[src/mvau_pkg.sv]
/* MVAU shared package
   Default array sizes and the fold and width helpers */

`default_nettype none

package mvau_pkg;

   // Default sizes
   localparam int DEF_SIMD     = 4;   // activations per beat
   localparam int DEF_PE       = 4;   // processing lanes
   localparam int DEF_TI       = 4;   // activation bits
   localparam int DEF_TW       = 4;   // weight bits
   localparam int DEF_TA       = 16;  // accumulator bits
   localparam int DEF_MATRIX_W = 16;  // matrix columns
   localparam int DEF_MATRIX_H = 8;   // matrix rows

   // Synapse fold, beats per input vector
   function automatic int calc_sf(input int matrix_w, input int simd);
      return matrix_w / simd;
   endfunction

   // Neuron fold, row groups per vector
   function automatic int calc_nf(input int matrix_h, input int pe);
      return matrix_h / pe;
   endfunction

   // Index width for n items, at least one bit
   function automatic int idx_bw(input int n);
      return (n > 1) ? $clog2(n) : 1;
   endfunction

   // Weight memory address width for a depth of sf*nf
   function automatic int wmem_addr_bw(input int sf, input int nf);
      return idx_bw(sf * nf);
   endfunction

endpackage

`default_nettype wire
[src/mvau_top.sv]
/* MVAU top level
   Input buffer feeding PE lanes, results gathered by the output packer */

`timescale 1ns/1ps
`default_nettype none

module mvau_top #(
   parameter int SIMD     = mvau_pkg::DEF_SIMD,
   parameter int PE       = mvau_pkg::DEF_PE,
   parameter int TI       = mvau_pkg::DEF_TI,
   parameter int TW       = mvau_pkg::DEF_TW,
   parameter int TA       = mvau_pkg::DEF_TA,
   parameter int MATRIX_W = mvau_pkg::DEF_MATRIX_W,
   parameter int MATRIX_H = mvau_pkg::DEF_MATRIX_H
) (
   input  logic                              clk,
   input  logic                              rst_n,
   input  logic                              in_valid,
   input  logic [SIMD*TI-1:0]                in_data,
   output logic                              in_busy,
   input  logic                              wload_en,
   input  logic [mvau_pkg::idx_bw(PE)-1:0]   wload_pe,
   input  logic [mvau_pkg::wmem_addr_bw(
                    mvau_pkg::calc_sf(MATRIX_W, SIMD),
                    mvau_pkg::calc_nf(MATRIX_H, PE))-1:0] wload_addr,
   input  logic [SIMD*TW-1:0]                wload_data,
   output logic [PE*TA-1:0]                  out_data,
   output logic                              out_valid
);

   import mvau_pkg::*;

   localparam int ADDR_BW = wmem_addr_bw(calc_sf(MATRIX_W, SIMD), calc_nf(MATRIX_H, PE));

   // Broadcast to all lanes
   logic [ADDR_BW-1:0]  wmem_addr;
   logic [SIMD*TI-1:0]  act_word;
   logic                acc_first;
   logic                acc_last;
   // Lane results
   logic [PE*TA-1:0]    acc_out;
   logic [PE-1:0]       acc_valid;

   mvau_input_buf #(
      .SIMD(SIMD), .TI(TI), .MATRIX_W(MATRIX_W), .MATRIX_H(MATRIX_H), .PE(PE)
   ) i_input_buf (
      .clk       (clk),
      .rst_n     (rst_n),
      .in_valid  (in_valid),
      .in_data   (in_data),
      .in_busy   (in_busy),
      .wmem_addr (wmem_addr),
      .act_word  (act_word),
      .acc_first (acc_first),
      .acc_last  (acc_last)
   );

   for (genvar p = 0; p < PE; p++) begin : g_pe
      mvau_pe #(
         .PE_ID(p), .SIMD(SIMD), .TI(TI), .TW(TW), .TA(TA),
         .MATRIX_W(MATRIX_W), .MATRIX_H(MATRIX_H), .PE(PE)
      ) i_pe (
         .clk        (clk),
         .rst_n      (rst_n),
         .wmem_addr  (wmem_addr),
         .act_word   (act_word),
         .acc_first  (acc_first),
         .acc_last   (acc_last),
         .wload_en   (wload_en),
         .wload_pe   (wload_pe),
         .wload_addr (wload_addr),
         .wload_data (wload_data),
         .acc_out    (acc_out[p*TA +: TA]),
         .acc_valid  (acc_valid[p])
      );
   end

   mvau_out_pack #(.PE(PE), .TA(TA)) i_out_pack (
      .clk       (clk),
      .rst_n     (rst_n),
      .acc_out   (acc_out),
      .acc_valid (acc_valid),
      .out_data  (out_data),
      .out_valid (out_valid)
   );

endmodule

`default_nettype wire

[src/mvau_out_pack.sv]
/* MVAU output packer
   Registers the lane results of one neuron fold and pulses out_valid */

`timescale 1ns/1ps
`default_nettype none

module mvau_out_pack #(
   parameter int PE = 4,
   parameter int TA = 16
) (
   input  logic              clk,
   input  logic              rst_n,
   input  logic [PE*TA-1:0]  acc_out,
   input  logic [PE-1:0]     acc_valid,
   output logic [PE*TA-1:0]  out_data,
   output logic              out_valid
);

   logic fold_done;

   // All lanes finish a fold together
   assign fold_done = &acc_valid;

   // Result word, lane p at offset p*TA
   always_ff @(posedge clk) begin
      if (fold_done) begin
         out_data <= acc_out;
      end
   end

   // One pulse per fold
   always_ff @(posedge clk) begin
      if (!rst_n) begin
         out_valid <= 1'b0;
      end else begin
         out_valid <= fold_done;
      end
   end

   // A lane out of step points at broken sequencing upstream
   a_lanes_in_step : assert property (
      @(posedge clk) disable iff (!rst_n)
      (|acc_valid) |-> (&acc_valid)
   ) else $error("lane valids out of step: %b", acc_valid);

endmodule

`default_nettype wire

[src/mvau_input_buf.sv]
/* MVAU input buffer
   Collects one input vector, replays it per neuron fold with weight addresses */

`timescale 1ns/1ps
`default_nettype none

module mvau_input_buf #(
   parameter int SIMD     = 4,
   parameter int TI       = 4,
   parameter int MATRIX_W = 16,
   parameter int MATRIX_H = 8,
   parameter int PE       = 4
) (
   input  logic                clk,
   input  logic                rst_n,
   input  logic                in_valid,
   input  logic [SIMD*TI-1:0]  in_data,
   output logic                in_busy,
   output logic [mvau_pkg::wmem_addr_bw(
                    mvau_pkg::calc_sf(MATRIX_W, SIMD),
                    mvau_pkg::calc_nf(MATRIX_H, PE))-1:0] wmem_addr,
   output logic [SIMD*TI-1:0]  act_word,
   output logic                acc_first,
   output logic                acc_last
);

   import mvau_pkg::*;

   localparam int SF      = calc_sf(MATRIX_W, SIMD);
   localparam int NF      = calc_nf(MATRIX_H, PE);
   localparam int SF_BW   = idx_bw(SF);
   localparam int NF_BW   = idx_bw(NF);
   localparam int ADDR_BW = wmem_addr_bw(SF, NF);

   logic [SIMD*TI-1:0] vec [SF];
   logic [SF_BW-1:0]   beat_cnt;
   logic [SF_BW-1:0]   sf_cnt;
   logic [NF_BW-1:0]   nf_cnt;
   logic [SIMD*TI-1:0] act_s1;
   logic               first_s1;
   logic               last_s1;

   // Beat collection, then nf/sf replay
   always_ff @(posedge clk) begin
      if (!rst_n) begin
         beat_cnt <= '0;
         sf_cnt   <= '0;
         nf_cnt   <= '0;
         in_busy  <= 1'b0;
      end else if (!in_busy) begin
         if (in_valid) begin
            if (beat_cnt == SF_BW'(SF - 1)) begin
               beat_cnt <= '0;
               in_busy  <= 1'b1;
            end else begin
               beat_cnt <= beat_cnt + 1'b1;
            end
         end
      end else if (sf_cnt == SF_BW'(SF - 1)) begin
         sf_cnt <= '0;
         if (nf_cnt == NF_BW'(NF - 1)) begin
            nf_cnt  <= '0;
            in_busy <= 1'b0;  // last address goes out on this edge
         end else begin
            nf_cnt <= nf_cnt + 1'b1;
         end
      end else begin
         sf_cnt <= sf_cnt + 1'b1;
      end
   end

   // Vector store
   always_ff @(posedge clk) begin
      if (in_valid && !in_busy) begin
         vec[beat_cnt] <= in_data;
      end
   end

   // Address stage plus one delay stage to meet the memory read
   always_ff @(posedge clk) begin
      if (!rst_n) begin
         wmem_addr <= '0;
         first_s1  <= 1'b0;
         last_s1   <= 1'b0;
         acc_first <= 1'b0;
         acc_last  <= 1'b0;
      end else begin
         if (in_busy) begin
            wmem_addr <= ADDR_BW'(int'(nf_cnt) * SF + int'(sf_cnt));
         end
         first_s1  <= in_busy && (sf_cnt == '0);
         last_s1   <= in_busy && (sf_cnt == SF_BW'(SF - 1));
         acc_first <= first_s1;
         acc_last  <= last_s1;
      end
   end

   // Activation payload, same two stages
   // vec is read only while busy, so a new vector can load behind it
   always_ff @(posedge clk) begin
      act_s1   <= vec[sf_cnt];
      act_word <= act_s1;
   end

   a_no_beat_when_busy : assert property (
      @(posedge clk) disable iff (!rst_n)
      in_valid |-> !in_busy
   ) else $error("input beat while buffer busy");

endmodule

`default_nettype wire

[src/mvau_pe.sv]
/* MVAU processing lane
   Owns one weight memory, SIMD-wide signed MAC folded over the synapse fold */

`timescale 1ns/1ps
`default_nettype none

module mvau_pe #(
   parameter int PE_ID    = 0,
   parameter int SIMD     = 4,
   parameter int TI       = 4,
   parameter int TW       = 4,
   parameter int TA       = 16,
   parameter int MATRIX_W = 16,
   parameter int MATRIX_H = 8,
   parameter int PE       = 4
) (
   input  logic                              clk,
   input  logic                              rst_n,
   input  logic [mvau_pkg::wmem_addr_bw(
                    mvau_pkg::calc_sf(MATRIX_W, SIMD),
                    mvau_pkg::calc_nf(MATRIX_H, PE))-1:0] wmem_addr,
   input  logic [SIMD*TI-1:0]                act_word,
   input  logic                              acc_first,
   input  logic                              acc_last,
   input  logic                              wload_en,
   input  logic [mvau_pkg::idx_bw(PE)-1:0]   wload_pe,
   input  logic [mvau_pkg::wmem_addr_bw(
                    mvau_pkg::calc_sf(MATRIX_W, SIMD),
                    mvau_pkg::calc_nf(MATRIX_H, PE))-1:0] wload_addr,
   input  logic [SIMD*TW-1:0]                wload_data,
   output logic [TA-1:0]                     acc_out,
   output logic                              acc_valid
);

   import mvau_pkg::*;

   localparam int SF      = calc_sf(MATRIX_W, SIMD);
   localparam int NF      = calc_nf(MATRIX_H, PE);
   localparam int ADDR_BW = wmem_addr_bw(SF, NF);
   localparam int PE_BW   = idx_bw(PE);
   // Adder tree padded to a power of two
   localparam int LVL     = $clog2(SIMD);
   localparam int N2      = 1 << LVL;

   logic                  wload_hit;
   logic [SIMD*TW-1:0]    wmem_data;
   logic signed [TA-1:0]  node [2*N2-1];
   logic signed [TA-1:0]  acc;
   logic signed [TA-1:0]  acc_next;

   // Write decode for this lane
   assign wload_hit = wload_en && (wload_pe == PE_BW'(PE_ID));

   mvau_weight_mem #(
      .SIMD    (SIMD),
      .TW      (TW),
      .DEPTH   (SF * NF),
      .ADDR_BW (ADDR_BW)
   ) i_wmem (
      .clk     (clk),
      .rd_addr (wmem_addr),
      .rd_data (wmem_data),
      .wr_en   (wload_hit),
      .wr_addr (wload_addr),
      .wr_data (wload_data)
   );

   // Leaves, one signed product per SIMD lane
   for (genvar s = 0; s < N2; s++) begin : g_leaf
      if (s < SIMD) begin : g_mul
         logic signed [TI-1:0]    a;
         logic signed [TW-1:0]    w;
         logic signed [TI+TW-1:0] prod;
         assign a    = act_word[s*TI +: TI];
         assign w    = wmem_data[s*TW +: TW];
         assign prod = a * w;
         assign node[N2-1+s] = TA'(prod);  // sign extend or wrap
      end else begin : g_pad
         assign node[N2-1+s] = '0;
      end
   end

   // Inner nodes, heap order, root at node[0]
   for (genvar i = 0; i < N2 - 1; i++) begin : g_add
      assign node[i] = node[2*i+1] + node[2*i+2];
   end

   // First column reloads, later columns add on
   assign acc_next = acc_first ? node[0] : acc + node[0];

   // Running sum, free running between folds
   always_ff @(posedge clk) begin
      acc <= acc_next;
      if (acc_last) begin
         acc_out <= acc_next;
      end
   end

   always_ff @(posedge clk) begin
      if (!rst_n) begin
         acc_valid <= 1'b0;
      end else begin
         acc_valid <= acc_last;
      end
   end

   // Weight writes must not overlap an accumulation in flight
   a_no_load_in_flight : assert property (
      @(posedge clk) disable iff (!rst_n)
      wload_hit |-> !(acc_first || acc_last)
   ) else $error("lane %0d weight write during accumulation", PE_ID);

endmodule

`default_nettype wire

[src/mvau_weight_mem.sv]
/* MVAU weight memory
   Register array of SIMD*TW words, registered read, runtime write port */

`timescale 1ns/1ps
`default_nettype none

module mvau_weight_mem #(
   parameter int SIMD    = 4,
   parameter int TW      = 4,
   parameter int DEPTH   = 8,
   parameter int ADDR_BW = 3
) (
   input  logic                 clk,
   input  logic [ADDR_BW-1:0]   rd_addr,
   output logic [SIMD*TW-1:0]   rd_data,
   input  logic                 wr_en,
   input  logic [ADDR_BW-1:0]   wr_addr,
   input  logic [SIMD*TW-1:0]   wr_data
);

   // One word per (nf, sf) pair
   // Lane s of a word sits at bit offset s*TW
   logic [SIMD*TW-1:0] mem [DEPTH];

   // Write port
   always_ff @(posedge clk) begin
      if (wr_en) begin
         mem[wr_addr] <= wr_data;
      end
   end

   // Read port, one cycle latency
   // Same-address write in the same cycle returns the old word
   always_ff @(posedge clk) begin
      rd_data <= mem[rd_addr];
   end

   // Address range checks
   // Depth need not be a power of two, so the top codes are illegal
   a_rd_addr_range : assert property (
      @(posedge clk) rd_addr < DEPTH
   ) else $error("weight mem read address %0d out of range", rd_addr);

   a_wr_addr_range : assert property (
      @(posedge clk) wr_en |-> (wr_addr < DEPTH)
   ) else $error("weight mem write address %0d out of range", wr_addr);

endmodule

`default_nettype wire

[config.mk]
export PLATFORM = sky130hd
export DESIGN_NAME = mvau_top
export DESIGN_NICKNAME = d
export VERILOG_FILES = /design/src/mvau_pkg.sv /design/src/mvau_top.sv /design/src/mvau_out_pack.sv /design/src/mvau_input_buf.sv /design/src/mvau_pe.sv /design/src/mvau_weight_mem.sv
export SDC_FILE = /design/constraint.sdc
export NUM_CORES = 1
export LEC_CHECK = 0
export BUFFER_PORTS_ARGS = -buffer_cell sky130_fd_sc_hd__buf_2
export CAP_MARGIN = 5
export CORE_MARGIN = 3
export CORE_UTILIZATION = 35
export CTS_BUF_LIST = sky130_fd_sc_hd__clkbuf_8
export DETAILED_ROUTE_END_ITERATION = 12
export SLEW_MARGIN = 20
export SYNTH_ARGS = -nofsm -noshare
export SYNTH_HDL_FRONTEND = slang
export SYNTH_SLANG_ARGS = --single-unit
[constraint.sdc]
create_clock -name clk -period 13.6 [get_ports clk]
set_input_delay 1.36 -clock clk [delete_from_list [all_inputs] [get_ports clk]]
set_output_delay 1.36 -clock clk [all_outputs]
set_load 0.02 [all_outputs]
==> key figures <==
Setup path
  • Endpoint class of the critical path: register
  • WP data required: 14.15 ns
  • Crit path largest cell delay: roughly 0.7 ns
  • Crit path launch type: register
  • Top cell by count, worst path: fa_1
  • CP max FO: 16
  • Worst setup path class: register to register
  • WP buf/inv: 4
  • Crit path max-delay family: adder cells
  • Worst EP arrival: 8.51 ns
  • Max stage delay cell, worst path: dfxtp_1

Clock tree
  • Clock root cell: clkbuf_8
  • Clock transition at the registers of the reported paths: approximately 0.060 ns
  • CTS resizes: 0
  • Clk sinks: 879
  • Worst-skew pair later-pin latency: about 0.84 ns
  • Post-CTS Setup Inserts: 0
  • Max Buffers Root-to-Sink: 3
  • Number of H-tree levels: 4
  • Inserted Clock Buffers: ~140
  • TritonCTS clock tree: done
  • CTS Hold Bufs: 0

Layout
  • Nets: about 3,800
  • Area Overhead vs Synth: 12.4%
  • Fillers: roughly 12,000
  • Layout cells sized above 1: 0.171

Detailed routing
  • Total Routed Length: 94,600 um
  • First drt pass iteration count: 5
  • Detail Route Antenna Nets: 0
  • Routed length per instance: 18.6 um
  • DRC Markers: 0
  • Via/cell ratio: about 4.7
  • Initial DRC count: 1,692
  • Via count: 23,700

Placement
  • Gp weighted congestion: 0.857
  • IO Port Bufs: 106
  • Dpl hpwl: 64,800 um

Die
  • Starting Density: 0.354
  • Die area: ~130,000 um2
  • Die X-Extent: 366 um
  • Core area: 128,000 um2
  • Floorplan row count: 131
  • DIE HEIGHT: 366 um
  • Top Ports: between 100 and 150

Synth
  • Net Count, Synth: 3,600
  • Post-Syn Instances: 3,017
  • Post-synth EDFFs: 704
  • Mean Syn Cell Area: 15.0 um2
  • Most numerous cell in the Yosys netlist: edfxtp_1
  • Top cells by area, synth: edfxtp_1, fa_1, dfxtp_1
  • Async S/R FF share, synth: 0
  • Most frequent cells after synthesis: edfxtp_1, inv_1, fa_1
  • Count of state elements after synthesis: around 880
  • Synth cell types: 56
  • Yosys warnings: 0
  • Seq/Total Area, Yosys: 0.544
  • Synthesized area: 45,300 um2
  • Yosys top cell by area: edfxtp_1
  • Yosys top cell area share: 0.467
  • Predominant post-synthesis flop cell: edfxtp_1

Run
  • Max_cap viols: 0

STA
  • Final critical-path share of the clock period: 0.585
  • Final hold vios: 0
  • Max-slew violations: 0
  • Final setup fails: 0
  • RSZ-0062 raised after global routing: no
  • Rel. slew slack: 0.378
  • Setup TNS: 0 ns
  • Fin crit period: just under 8 ns
  • Clock skew: 0.0382 ns
  • Max Clk Rate: between 100 and 150 MHz
  • Worst Tran Pin Value: 0.927 ns

Global route
  • Vias in the first global route: around 25,000
  • Pin count of the biggest net entering global routing: 74
  • Total GRT Usage: 0.145
  • First-pass GRT wire length: 147,000 um
  • Initial antenna violation count: 18
  • Gr ovfl total: 0

Min path
  • Hold Crit Class: register to register

Run status
  • Outcome: finished, final reports clean
[state kept, by name, indices dropped and copies added, names as in the netlist, 2 cells and up]
signal,count
g_pe.i_pe.acc_out,64
g_pe.i_pe.i_wmem.rd_data,64
i_input_buf.vec,64
i_out_pack.out_data,64
i_input_buf.act_word,16
g_pe.i_pe.i_wmem.mem,512
i_input_buf.act_s1,16
g_pe.i_pe.acc,64
i_input_buf.beat_cnt,2
i_input_buf.wmem_addr,3
i_input_buf.sf_cnt,2
[final timing paths]
kind                                              start                  endpoint  slack (ns)  depth (start not counted)
worst max-delay path            i_input_buf.act_word[7]  g_pe[0].i_pe.acc_out[15]        5.64                         25
worst min-delay path             i_input_buf.act_s1[14]  i_input_buf.act_word[14]        0.33                          0
worst max register to register  i_input_buf.act_word[7]  g_pe[0].i_pe.acc_out[15]        5.64                         25
worst min register to register   i_input_buf.act_s1[14]  i_input_buf.act_word[14]        0.33                          0
[routing by layer]
layer | global-route usage | vias to the layer above | share of wire
li1 | - | 11000 | -
met1 | 0.210 | 12000 | 0.48
met2 | 0.218 | 545 | 0.44
met3 | 0.0337 | 149 | 0.059
met4 | 0.0400 | 8 | 0.020
met5 | 0 | - | 0.00067
[cell usage in the layout, fill, tap and decap left out, drive strengths merged, types with 7 or more instances in the layout]
cell type  count
a211oi        16
a21o          26
a21oi         67
and2         142
and3           9
buf          152
clkbuf       159
clkinv        27
dfxtp        175
diode          8
edfxtp       704
fa           328
ha           214
inv          482
mux2          78
mux2i         15
mux4         144
nand2        111
nand2b        23
nand3         15
nand3b         7
nor2          96
nor2b         29
nor3          15
o211ai        10
o21a          15
o21ai         74
o21bai        19
o31ai          8
xnor2         97
xor2          38
[per-stage QoR]
step           cell area (um2)  hold slack [ns]  instances  setup WS, ns  utilization
2_1_floorplan            45300            0.310       3017          6.27            -
3_3_place_gp             48100            0.333       4825          5.48        0.375
3_5_place_dp             48100            0.330       4825          5.26        0.375
4_1_cts                  50900            0.345       5080          5.25        0.397
5_1_grt                  50900            0.343       5082          5.13        0.398
6_report                 50900            0.334       5088          5.64        0.398
[area by class of cell]
class                           instances  area, um2  share of cell area
Clock buffer                          159       2190              0.0430
Multi-Input combinational cell       1642      18800               0.369
Clock inverter                         96        631              0.0124
Sequential cell                       879      24700               0.485
Timing Repair Buffer                  152        876              0.0172
Antenna cell                            8       20.0            0.000393
Tap cell                             1729       2160              0.0425
Inverter                              423       1590              0.0312
[logic make-up (layout without fill, tap and decap cells)]
group,count (synthesis),in the layout,synth area share
other cells,0,8,0
flops,879,879,0.544
buf+inv,496,830,0.0414
simple gates,462,462,0.0522
compound gates,262,262,0.0367
mux,237,237,0.0943
fa+ha+maj,546,546,0.205
xor+xnor,135,135,0.0261
Power is left out: the tool's default activity adds up to more than one toggle a clock period on the data nets, which glitch-free logic cannot reach.
